==> config.mk <==
export PLATFORM = sky130hd
export DESIGN_NAME = pipe_core
export DESIGN_NICKNAME = d
export VERILOG_FILES = /design/src/logic/isa_pkg.sv /design/src/logic/pipe_pkg.sv /design/src/logic/gpr_file.sv /design/src/logic/stage_reg.sv /design/src/logic/id_stage.sv /design/src/logic/ex_stage.sv /design/src/logic/wb_stage.sv /design/src/logic/pipe_core.sv
export VERILOG_INCLUDE_DIRS = /design/src /design/src/logic
export SDC_FILE = /design/constraint.sdc
export NUM_CORES = 2
export LEC_CHECK = 0
export BUFFER_PORTS_ARGS = -buffer_cell sky130_fd_sc_hd__buf_2
export CAP_MARGIN = 20
export CORE_UTILIZATION = 50
export DETAILED_ROUTE_END_ITERATION = 10
export PLACE_DENSITY = 0.63
export SLEW_MARGIN = 0
export SYNTH_ARGS = -nofsm -noshare
export SYNTH_HDL_FRONTEND = slang
export SYNTH_SLANG_ARGS = --single-unit
export TNS_END_PERCENT = 30
==> constraint.sdc <==
create_clock -name clk -period 7.2 [get_ports clk]
set_input_delay 0 -clock clk [delete_from_list [all_inputs] [get_ports clk]]
set_output_delay 0 -clock clk [all_outputs]
set_load 0.01 [all_outputs]
==> src/logic/core_settings.svh <==
// core-wide width and step macros, included by every package and module that sizes a word
`ifndef CORE_SETTINGS_SVH
`define CORE_SETTINGS_SVH

// ------------------------------
// datapath sizing
// ------------------------------
`define WORD_W      32          // data and pc width
`define REG_ADDR_W  5           // general register address
`define REG_NUM     32          // general register count

// ------------------------------
// program counter
// ------------------------------
`define PC_STEP     4           // bytes per instruction, also scales branch offsets

`endif

==> src/logic/isa_pkg.sv <==
// instruction set encodings and field helpers, imported by the decoder, execute stage and tests
`include "core_settings.svh"

package isa_pkg;

    // ------------------------------
    // field layout
    // ------------------------------
    localparam int opcode_lsb = 26;     // opcode in [31:26]
    localparam int rd_lsb     = 21;     // rd in [25:21]
    localparam int ra_lsb     = 16;     // ra in [20:16]
    localparam int rb_lsb     = 11;     // rb in [15:11]
    localparam int imm_w      = 16;     // alui and jal immediate in [15:0]
    localparam int br_off_w   = 11;     // branch offset in [10:0], below rb
    localparam int funct_w    = 4;      // register ops, low bits

    typedef enum logic [5:0] {
        op_nop  = 6'd0,
        op_alu  = 6'd1,                 // rd = ra <funct> rb
        op_alui = 6'd2,                 // rd = ra + sext(imm)
        op_cmp  = 6'd3,                 // rd = cmp(ra, rb), kind in funct
        op_br   = 6'd4,                 // kind in low bits of rd field
        op_jal  = 6'd5                  // rd = pc + step
    } opcode_t;

    typedef enum logic [3:0] {
        alu_nop = 4'd0,
        alu_add = 4'd1,
        alu_sub = 4'd2,
        alu_and = 4'd3,
        alu_or  = 4'd4,
        alu_xor = 4'd5,
        alu_sll = 4'd6,
        alu_srl = 4'd7
    } alu_op_t;

    typedef enum logic [2:0] {
        cmp_nop = 3'd0,                 // always false
        cmp_eq  = 3'd1,
        cmp_ne  = 3'd2,
        cmp_lt  = 3'd3,
        cmp_ltu = 3'd4,
        cmp_ge  = 3'd5,
        cmp_geu = 3'd6
    } cmp_op_t;

    function automatic opcode_t instr_opcode(input logic [`WORD_W-1:0] instr);
        return opcode_t'(instr[opcode_lsb +: 6]);
    endfunction

    function automatic logic [`REG_ADDR_W-1:0] instr_rd(input logic [`WORD_W-1:0] instr);
        return instr[rd_lsb +: `REG_ADDR_W];
    endfunction

    function automatic logic [`REG_ADDR_W-1:0] instr_ra(input logic [`WORD_W-1:0] instr);
        return instr[ra_lsb +: `REG_ADDR_W];
    endfunction

    function automatic logic [`REG_ADDR_W-1:0] instr_rb(input logic [`WORD_W-1:0] instr);
        return instr[rb_lsb +: `REG_ADDR_W];
    endfunction

    function automatic logic [funct_w-1:0] instr_funct(input logic [`WORD_W-1:0] instr);
        return instr[funct_w-1:0];
    endfunction

    function automatic logic [`WORD_W-1:0] instr_imm(input logic [`WORD_W-1:0] instr);
        return {{(`WORD_W-imm_w){instr[imm_w-1]}}, instr[imm_w-1:0]};
    endfunction

    function automatic logic [`WORD_W-1:0] instr_br_off(input logic [`WORD_W-1:0] instr);
        return {{(`WORD_W-br_off_w){instr[br_off_w-1]}}, instr[br_off_w-1:0]};
    endfunction

    // undefined codes fall back to the never-true compare
    function automatic cmp_op_t cmp_decode(input logic [2:0] code);
        return (code == 3'd7) ? cmp_nop : cmp_op_t'(code);
    endfunction

endpackage

==> src/logic/pipe_pkg.sv <==
// pipeline payload types carried between stages, imported by the stage modules and the top
`include "core_settings.svh"

package pipe_pkg;
    import isa_pkg::*;

    typedef enum logic [1:0] {
        sel_alu  = 2'd0,
        sel_cmp  = 2'd1,
        sel_link = 2'd2
    } wb_sel_t;

    // ------------------------------
    // decode to execute, zero is a bubble
    // ------------------------------
    typedef struct packed {
        alu_op_t                alu_op;
        logic [`WORD_W-1:0]     alu_in_0;
        logic [`WORD_W-1:0]     alu_in_1;
        cmp_op_t                cmp_op;
        logic [`WORD_W-1:0]     cmp_in_0;
        logic [`WORD_W-1:0]     cmp_in_1;
        logic [`REG_ADDR_W-1:0] ra_addr;
        logic [`REG_ADDR_W-1:0] rb_addr;
        logic                   alu_fwd_0;  // alu_in_0 read from ra
        logic                   alu_fwd_1;  // alu_in_1 read from rb
        logic                   cmp_fwd_0;  // cmp_in_0 read from ra
        logic                   cmp_fwd_1;  // cmp_in_1 read from rb
        logic                   jump;       // unconditional, jal
        logic                   branch;     // conditional on compare flag
        logic [`WORD_W-1:0]     br_target;
        logic [`REG_ADDR_W-1:0] dst_addr;
        logic                   gpr_we;
        wb_sel_t                wb_sel;
        logic [`WORD_W-1:0]     link_data;
    } id_ex_t;

    // ------------------------------
    // execute to writeback
    // ------------------------------
    typedef struct packed {
        logic [`WORD_W-1:0]     alu_out;
        logic                   cmp_flag;
        logic [`WORD_W-1:0]     link_data;
        logic [`REG_ADDR_W-1:0] dst_addr;
        logic                   gpr_we;
        wb_sel_t                wb_sel;
    } ex_wb_t;

endpackage

==> src/logic/gpr_file.sv <==
// general register file with two combinational read ports, one write port and r0 held at zero
`timescale 1ns/1ps
`include "core_settings.svh"

module gpr_file (
    input  logic                   clk,
    input  logic                   arst_n,
    input  logic [`REG_ADDR_W-1:0] rd_addr_a,
    input  logic [`REG_ADDR_W-1:0] rd_addr_b,
    output logic [`WORD_W-1:0]     rd_data_a,
    output logic [`WORD_W-1:0]     rd_data_b,
    input  logic                   wr_en,
    input  logic [`REG_ADDR_W-1:0] wr_addr,
    input  logic [`WORD_W-1:0]     wr_data
);

    logic [`WORD_W-1:0] regs [`REG_NUM];
    logic               wr_live;            // a real write this cycle

    assign wr_live = wr_en && (wr_addr != '0);

    always_ff @(posedge clk or negedge arst_n) begin
        if (!arst_n) begin
            for (int i = 0; i < `REG_NUM; i++) begin
                regs[i] <= '0;
            end
        end else if (wr_live) begin
            regs[wr_addr] <= wr_data;
        end
    end

    // write-through so decode sees the instruction two ahead
    assign rd_data_a = (wr_live && (wr_addr == rd_addr_a)) ? wr_data : regs[rd_addr_a];
    assign rd_data_b = (wr_live && (wr_addr == rd_addr_b)) ? wr_data : regs[rd_addr_b];

endmodule

==> src/logic/stage_reg.sv <==
// pipeline stage register for any payload type, holds on stall and loads a bubble on flush
`timescale 1ns/1ps

module stage_reg #(
    parameter type payload_t = logic
) (
    input  logic     clk,
    input  logic     arst_n,
    input  logic     stall,
    input  logic     flush,
    input  logic     in_en,
    input  payload_t in_data,
    output logic     out_en,
    output payload_t out_data
);

    always_ff @(posedge clk or negedge arst_n) begin
        if (!arst_n) begin
            out_en   <= 1'b0;
            out_data <= '0;
        end else if (!stall) begin          // stall wins over flush
            if (flush) begin
                out_en   <= 1'b0;
                out_data <= '0;             // zero payload is a bubble
            end else begin
                out_en   <= in_en;
                out_data <= in_data;
            end
        end
    end

endmodule

==> src/logic/id_stage.sv <==
// decode stage, turns one instruction and its pc into the ID/EX payload using register reads
`timescale 1ns/1ps
`include "core_settings.svh"

module id_stage
    import isa_pkg::*, pipe_pkg::*;
(
    input  logic [`WORD_W-1:0]     instr,
    input  logic [`WORD_W-1:0]     pc,
    output logic [`REG_ADDR_W-1:0] gpr_addr_a,
    output logic [`REG_ADDR_W-1:0] gpr_addr_b,
    input  logic [`WORD_W-1:0]     gpr_data_a,
    input  logic [`WORD_W-1:0]     gpr_data_b,
    output id_ex_t                 id_out
);

    opcode_t              opcode;
    logic [funct_w-1:0]   funct;
    logic [`REG_ADDR_W-1:0] rd;
    logic [`WORD_W-1:0]   imm_sx;
    logic [`WORD_W-1:0]   br_off_sx;

    assign opcode     = instr_opcode(instr);
    assign funct      = instr_funct(instr);
    assign rd         = instr_rd(instr);
    assign imm_sx     = instr_imm(instr);
    assign br_off_sx  = instr_br_off(instr);
    assign gpr_addr_a = instr_ra(instr);
    assign gpr_addr_b = instr_rb(instr);

    always_comb begin
        id_out           = '0;              // bubble unless decoded below
        id_out.ra_addr   = gpr_addr_a;
        id_out.rb_addr   = gpr_addr_b;
        id_out.dst_addr  = rd;
        id_out.link_data = pc + `WORD_W'(`PC_STEP);

        case (opcode)
            op_alu: begin
                id_out.alu_op    = funct[3] ? alu_nop : alu_op_t'(funct);
                id_out.alu_in_0  = gpr_data_a;
                id_out.alu_in_1  = gpr_data_b;
                id_out.alu_fwd_0 = 1'b1;
                id_out.alu_fwd_1 = 1'b1;
                id_out.gpr_we    = 1'b1;
                id_out.wb_sel    = sel_alu;
            end
            op_alui: begin
                id_out.alu_op    = alu_add;
                id_out.alu_in_0  = gpr_data_a;
                id_out.alu_in_1  = imm_sx;  // rb field is immediate here
                id_out.alu_fwd_0 = 1'b1;
                id_out.gpr_we    = 1'b1;
                id_out.wb_sel    = sel_alu;
            end
            op_cmp: begin
                id_out.cmp_op    = cmp_decode(funct[2:0]);
                id_out.cmp_in_0  = gpr_data_a;
                id_out.cmp_in_1  = gpr_data_b;
                id_out.cmp_fwd_0 = 1'b1;
                id_out.cmp_fwd_1 = 1'b1;
                id_out.gpr_we    = 1'b1;
                id_out.wb_sel    = sel_cmp;
            end
            op_br: begin
                id_out.cmp_op    = cmp_decode(rd[2:0]);  // kind lives in rd field
                id_out.cmp_in_0  = gpr_data_a;
                id_out.cmp_in_1  = gpr_data_b;
                id_out.cmp_fwd_0 = 1'b1;
                id_out.cmp_fwd_1 = 1'b1;
                id_out.branch    = 1'b1;
                id_out.br_target = pc + br_off_sx * `WORD_W'(`PC_STEP);
                id_out.gpr_we    = 1'b0;
            end
            op_jal: begin
                id_out.jump      = 1'b1;
                id_out.br_target = pc + imm_sx * `WORD_W'(`PC_STEP);
                id_out.gpr_we    = 1'b1;
                id_out.wb_sel    = sel_link;
            end
            default: begin
                id_out.dst_addr  = '0;      // op_nop and unknown opcodes
            end
        endcase
    end

endmodule

==> src/logic/ex_stage.sv <==
// execute stage with writeback forwarding, ALU, comparator and branch resolution
`timescale 1ns/1ps
`include "core_settings.svh"

module ex_stage
    import isa_pkg::*, pipe_pkg::*;
(
    input  logic                   stall,
    input  logic                   id_en,
    input  id_ex_t                 id_data,
    input  logic                   fwd_en,
    input  logic [`REG_ADDR_W-1:0] fwd_addr,
    input  logic [`WORD_W-1:0]     fwd_data,
    output logic                   jump_taken,
    output logic [`WORD_W-1:0]     jump_target,
    output logic                   ex_en,
    output ex_wb_t                 ex_out
);

    logic               hit_a;
    logic               hit_b;
    logic [`WORD_W-1:0] alu_a;
    logic [`WORD_W-1:0] alu_b;
    logic [`WORD_W-1:0] cmp_a;
    logic [`WORD_W-1:0] cmp_b;
    logic [`WORD_W-1:0] alu_out;
    logic               cmp_flag;

    // ------------------------------
    // forwarding from writeback
    // ------------------------------
    assign hit_a = fwd_en && (fwd_addr == id_data.ra_addr);
    assign hit_b = fwd_en && (fwd_addr == id_data.rb_addr);

    assign alu_a = (id_data.alu_fwd_0 && hit_a) ? fwd_data : id_data.alu_in_0;
    assign alu_b = (id_data.alu_fwd_1 && hit_b) ? fwd_data : id_data.alu_in_1;
    assign cmp_a = (id_data.cmp_fwd_0 && hit_a) ? fwd_data : id_data.cmp_in_0;
    assign cmp_b = (id_data.cmp_fwd_1 && hit_b) ? fwd_data : id_data.cmp_in_1;

    // ------------------------------
    // ALU and comparator
    // ------------------------------
    always_comb begin
        case (id_data.alu_op)
            alu_add: alu_out = alu_a + alu_b;
            alu_sub: alu_out = alu_a - alu_b;
            alu_and: alu_out = alu_a & alu_b;
            alu_or:  alu_out = alu_a | alu_b;
            alu_xor: alu_out = alu_a ^ alu_b;
            alu_sll: alu_out = alu_a << alu_b[4:0];   // low 5 bits only
            alu_srl: alu_out = alu_a >> alu_b[4:0];
            default: alu_out = '0;
        endcase
    end

    always_comb begin
        case (id_data.cmp_op)
            cmp_eq:  cmp_flag = (cmp_a == cmp_b);
            cmp_ne:  cmp_flag = (cmp_a != cmp_b);
            cmp_lt:  cmp_flag = ($signed(cmp_a) < $signed(cmp_b));
            cmp_ltu: cmp_flag = (cmp_a < cmp_b);
            cmp_ge:  cmp_flag = ($signed(cmp_a) >= $signed(cmp_b));
            cmp_geu: cmp_flag = (cmp_a >= cmp_b);
            default: cmp_flag = 1'b0;                 // nop never holds
        endcase
    end

    // one pulse per taken branch, held back while frozen
    assign jump_taken  = id_en && !stall && (id_data.jump || (id_data.branch && cmp_flag));
    assign jump_target = id_data.br_target;
    assign ex_en       = id_en;

    always_comb begin
        ex_out.alu_out   = alu_out;
        ex_out.cmp_flag  = cmp_flag;
        ex_out.link_data = id_data.link_data;
        ex_out.dst_addr  = id_data.dst_addr;
        ex_out.gpr_we    = id_data.gpr_we;
        ex_out.wb_sel    = id_data.wb_sel;
    end

endmodule

==> src/logic/wb_stage.sv <==
// writeback stage, selects the result, drives the register write, forward path and retire report
`timescale 1ns/1ps
`include "core_settings.svh"

module wb_stage
    import pipe_pkg::*;
(
    input  logic                   stall,
    input  logic                   wb_en,
    input  ex_wb_t                 wb_data,
    output logic                   gpr_wr_en,
    output logic [`REG_ADDR_W-1:0] gpr_wr_addr,
    output logic [`WORD_W-1:0]     gpr_wr_data,
    output logic                   fwd_en,
    output logic [`REG_ADDR_W-1:0] fwd_addr,
    output logic [`WORD_W-1:0]     fwd_data,
    output logic                   retire_en,
    output logic [`REG_ADDR_W-1:0] retire_addr,
    output logic [`WORD_W-1:0]     retire_data
);

    logic [`WORD_W-1:0] result;

    always_comb begin
        case (wb_data.wb_sel)
            sel_cmp:  result = {{(`WORD_W-1){1'b0}}, wb_data.cmp_flag};
            sel_link: result = wb_data.link_data;
            default:  result = wb_data.alu_out;
        endcase
    end

    // forward path stays live under stall, execute is frozen anyway
    assign fwd_en   = wb_en && wb_data.gpr_we && (wb_data.dst_addr != '0);
    assign fwd_addr = wb_data.dst_addr;
    assign fwd_data = result;

    assign gpr_wr_en   = fwd_en && !stall;
    assign gpr_wr_addr = wb_data.dst_addr;
    assign gpr_wr_data = result;

    assign retire_en   = gpr_wr_en;    // one report per committed write
    assign retire_addr = wb_data.dst_addr;
    assign retire_data = result;

endmodule

==> src/logic/pipe_core.sv <==
// top of the three-stage integer core, connects decode, execute, writeback and the register file
`timescale 1ns/1ps
`include "core_settings.svh"

module pipe_core
    import pipe_pkg::*;
(
    input  logic                   clk,
    input  logic                   arst_n,
    input  logic [`WORD_W-1:0]     instr,
    input  logic [`WORD_W-1:0]     pc,
    input  logic                   if_en,
    input  logic                   stall,
    output logic                   jump_taken,
    output logic [`WORD_W-1:0]     jump_target,
    output logic                   retire_en,
    output logic [`REG_ADDR_W-1:0] retire_addr,
    output logic [`WORD_W-1:0]     retire_data
);

    logic [`REG_ADDR_W-1:0] gpr_addr_a;
    logic [`REG_ADDR_W-1:0] gpr_addr_b;
    logic [`WORD_W-1:0]     gpr_data_a;
    logic [`WORD_W-1:0]     gpr_data_b;
    logic                   gpr_wr_en;
    logic [`REG_ADDR_W-1:0] gpr_wr_addr;
    logic [`WORD_W-1:0]     gpr_wr_data;
    id_ex_t                 id_out;
    logic                   id_en;
    id_ex_t                 id_data;
    logic                   ex_en;
    ex_wb_t                 ex_out;
    logic                   wb_en;
    ex_wb_t                 wb_data;
    logic                   fwd_en;
    logic [`REG_ADDR_W-1:0] fwd_addr;
    logic [`WORD_W-1:0]     fwd_data;

    gpr_file gpr_file_inst (
        .clk       (clk),
        .arst_n    (arst_n),
        .rd_addr_a (gpr_addr_a),
        .rd_addr_b (gpr_addr_b),
        .rd_data_a (gpr_data_a),
        .rd_data_b (gpr_data_b),
        .wr_en     (gpr_wr_en),
        .wr_addr   (gpr_wr_addr),
        .wr_data   (gpr_wr_data)
    );

    id_stage id_stage_inst (
        .instr      (instr),
        .pc         (pc),
        .gpr_addr_a (gpr_addr_a),
        .gpr_addr_b (gpr_addr_b),
        .gpr_data_a (gpr_data_a),
        .gpr_data_b (gpr_data_b),
        .id_out     (id_out)
    );

    // wrong-path instruction dropped by the taken-jump flush
    stage_reg #(.payload_t(id_ex_t)) id_ex_reg (
        .clk      (clk),
        .arst_n   (arst_n),
        .stall    (stall),
        .flush    (jump_taken),
        .in_en    (if_en),
        .in_data  (id_out),
        .out_en   (id_en),
        .out_data (id_data)
    );

    ex_stage ex_stage_inst (
        .stall       (stall),
        .id_en       (id_en),
        .id_data     (id_data),
        .fwd_en      (fwd_en),
        .fwd_addr    (fwd_addr),
        .fwd_data    (fwd_data),
        .jump_taken  (jump_taken),
        .jump_target (jump_target),
        .ex_en       (ex_en),
        .ex_out      (ex_out)
    );

    stage_reg #(.payload_t(ex_wb_t)) ex_wb_reg (
        .clk      (clk),
        .arst_n   (arst_n),
        .stall    (stall),
        .flush    (1'b0),           // nothing behind a branch to squash
        .in_en    (ex_en),
        .in_data  (ex_out),
        .out_en   (wb_en),
        .out_data (wb_data)
    );

    wb_stage wb_stage_inst (
        .stall       (stall),
        .wb_en       (wb_en),
        .wb_data     (wb_data),
        .gpr_wr_en   (gpr_wr_en),
        .gpr_wr_addr (gpr_wr_addr),
        .gpr_wr_data (gpr_wr_data),
        .fwd_en      (fwd_en),
        .fwd_addr    (fwd_addr),
        .fwd_data    (fwd_data),
        .retire_en   (retire_en),
        .retire_addr (retire_addr),
        .retire_data (retire_data)
    );

endmodule

==> results.json <==
{
  "dp_cells": 8957,
  "hold_path_class": "input port to flip-flop",
  "syn_nets": 7592,
  "place_area_um2": 78440,
  "tightest_slew_ps": 1219,
  "critPathKind": "flip-flop to flip-flop",
  "synth_warnings": 0,
  "cp_data_arrival_time_ps": 7410,
  "maxSlewHeadroom_pct": 18.74,
  "fillerInstances": 13010,
  "fin_skew_ps": 37.82,
  "synth_seq_cells": 1320,
  "synthTopCellsByCount": "1320 x dfrtp_1, 1141 x nand2_1, 944 x o21ai_0",
  "rows": 142,
  "grt_usage_pct": 34.96,
  "worstPathRequired_ps": 7900,
  "setup-violations-final": 0,
  "fin_area_um2": 84690,
  "p_total_w": 0.01677,
  "synthCells": 7361,
  "maxCapViolCount": 0,
  "antenna_found_initial": 7,
  "initial_core_util_pct": 50.64,
  "rr_worst_depth": 20,
  "grt-ovfl-total": 0,
  "cp-end-kind": "flip-flop",
  "synth_xor_area_share_pct": 1.476,
  "post-route-util_pct": 56.21,
  "ys_top_cells_by_area": "dfrtp_1 43%, mux4_2 19%, o21ai_0 6.2%",
  "ios": 139,
  "whs_endpoint": "id_ex_reg.out_data[154]",
  "synth_top_area_share_pct": 43.30,
  "drtIter0Drc": 6114,
  "routed_wl_um": 265900,
  "critPathLaunchType": "flip-flop",
  "syn_area_per_cell_um2": 10.36,
  "syn-cell-area_um2": 76290,
  "core_um2": 150700,
  "worst-path-max-fanout": 69,
  "synth_mux_area_share_pct": 22.78,
  "viasPerCell": 6.481,
  "grt_pass1_wl_um": 397500,
  "synth_edf_count": 0,
  "via_count": 60520,
  "synth_seq_area_share_pct": 43.30,
  "cts_buffer_depth": 3,
  "worstHoldPathCells": 6,
  "die_area_um2": 154200,
  "fin_setup_tns_ps": 0,
  "ant_nets": 0,
  "place_congestion": 1.062,
  "ys_async_sr_fraction_pct": 100.0,
  "cts_tree": "built",
  "r2r_end": "id_ex_reg.out_data[219]",
  "slew_viol_final": 0,
  "clk_latency_ps": 830,
  "io_buffers": 138,
  "peakVddDrop_v": 0.0002555,
  "grt_pass1_vias": 59450,
  "die_x_um": 392.6,
  "fp.dieH_um": 392.6,
  "synth-compound-area-share_pct": 14.56,
  "max_freq_mhz": 149.0,
  "grt_max_degree": 153,
  "yosys.area_share.simple_pct": 10.71,
  "rsz0062_at_grt": "no",
  "final.min_clock_period_ps": 6713,
  "yosysTopAreaCell": "dfrtp_1",
  "post-synth-top-count-cell": "dfrtp_1",
  "drc": 0,
  "clock-sinks": 1320,
  "numCtsBuffers": 149,
  "wire_per_inst_um": 28.48,
  "power_density_nw_per_um2": 198.0,
  "synth_top_family_by_area": "multiplexers",
  "r2r_slack_ps": 490,
  "synth_cell_types": 90,
  "ys.flop_type": "dfrtp_1",
  "final_cells": 9338,
  "dpl.hpwl_um": 167700,
  "timing.final.crit_share_pct": 93.23,
  "synth_fa_ha_area_share_pct": 2.693,
  "hold_viol": 0,
  "cts_root_buf": "clkbuf_16",
  "p_leak_nw": 37.38,
  "final_layout_size_suffix_gt1_share_pct": 18.48,
  "outcome": "finished, final reports clean",
  "nNetsFinal": 7433,
  "syn_to_final_growth_pct": 11.00,
  "path_clk_slew_ps": 60,
  "r2r_start": "ex_wb_reg.out_data[3]",
  "htreeDepth": 4,
  "drt_pass1_iterations": 8,
  "min-delay-start": "instr[29]"
}
how the worst max path moves through the flow:
stage / from / endpoint / slack [ps]
after floorplan: ex_wb_reg.out_data[5] / ex_wb_reg.out_data[72] / 1510
after global placement: ex_wb_reg.out_data[3] / ex_wb_reg.out_data[72] / 680
after detailed placement: ex_wb_reg.out_data[3] / ex_wb_reg.out_data[72] / 600
after CTS: ex_wb_reg.out_data[3] / id_ex_reg.out_data[219] / 530
after global routing: ex_wb_reg.out_data[3] / id_ex_reg.out_data[219] / 90
final: ex_wb_reg.out_data[3] / id_ex_reg.out_data[219] / 490
stage by stage:
stage               worst slack (ps)  hold slack [ps]
finish                         487.4            90.61
global placement               679.3            42.33
detailed placement             596.6            41.83
global route                   94.92            99.47
floorplan                       1514           -295.6
CTS                            527.9            11.29
state kept, by name (all words and copies together), names as in the netlist:
| signal | cells |
|---|---|
| gpr_file_inst.regs | 1024 |
| id_ex_reg.out_data | 221 |
| ex_wb_reg.out_data | 73 |
| ex_wb_reg.out_en | 1 |
| id_ex_reg.out_en | 1 |
routing by layer:
metal	vias to the layer above	routed length (µm)	global-route usage [%]
li1	26280	-	-
met1	30710	108500	48.87
met2	2851	120500	52.95
met3	679	23080	6.490
met4	2	13830	16.41
met5	-	18	0
worst max-delay path, stage by stage (launching register included):
cell           delay (ps)
dfrtp_1               570
nor2_1                710
a21oi_1               300
nand2_1               200
nor3_2                 50
buf_4                 260
nor2_1                140
a21oi_1                50
ha_1                  320
a21o_1                160
a21o_1                170
a21o_1                170
a2111o_1              520
a211oi_2              330
xor2_1                250
mux2i_1               410
o2111ai_4             440
nand4_1               200
buf_4                 580
o311ai_1              140
dlygate4sd3_1         580
logic make-up (layout without fill, tap and decap cells):
family / after synthesis / in the layout
AOI/OAI and AO/OA: 1959 / 1959
xor gates and xnor gates: 127 / 127
adders and majority gates: 163 / 163
buffers and inverters: 851 / 810
DFF: 1320 / 1320
muxes: 926 / 926
other: 0 / 2
and+or+nand+nor: 2015 / 2015
layout make-up:
cell class                      instances  area (µm²)  area share [%]
Antenna cell                            2       5.005        0.005910
Clock buffer                          200        4192           4.950
Clock inverter                         69       924.6           1.092
Inverter                              123       461.7          0.5452
Multi-Input combinational cell       5190       40170           47.43
Sequential cell                      1320       33030           39.01
Tap cell                             2016        2522           2.979
Timing Repair Buffer                  418        3378           3.989
cells in the final DEF, fill, tap and decap left out, types with 39 or more instances in the layout:
| cell | n |
|---|---|
| buf_2 | 126 |
| ha_1 | 160 |
| a32oi_1 | 40 |
| clkbuf_16 | 150 |
| o21ai_0 | 944 |
| mux2_2 | 81 |
| o21a_1 | 43 |
| dfrtp_1 | 1319 |
| inv_1 | 117 |
| xor2_1 | 52 |
| o31ai_1 | 45 |
| buf_4 | 158 |
| nand2_1 | 1122 |
| nand4_1 | 39 |
| xnor2_1 | 74 |
| dlygate4sd3_1 | 108 |
| a21oi_1 | 569 |
| mux2i_1 | 205 |
| o211ai_1 | 62 |
| nand3_1 | 54 |
| mux4_2 | 640 |
| nor2_1 | 601 |
power breakdown:
part / switching (W) / internal, W
Combinational: 0.000800 / 0.000462
Clock: 0.00338 / 0.00458
Sequential: 0.0000639 / 0.00748
repair_timing:
action	in CTS	in global routing
hold buffers	109	0
resized for setup	0	0
endpoints found under the hold margin	584	0
setup buffers	0	0
Note: power is estimated with default switching activity, not from simulation.
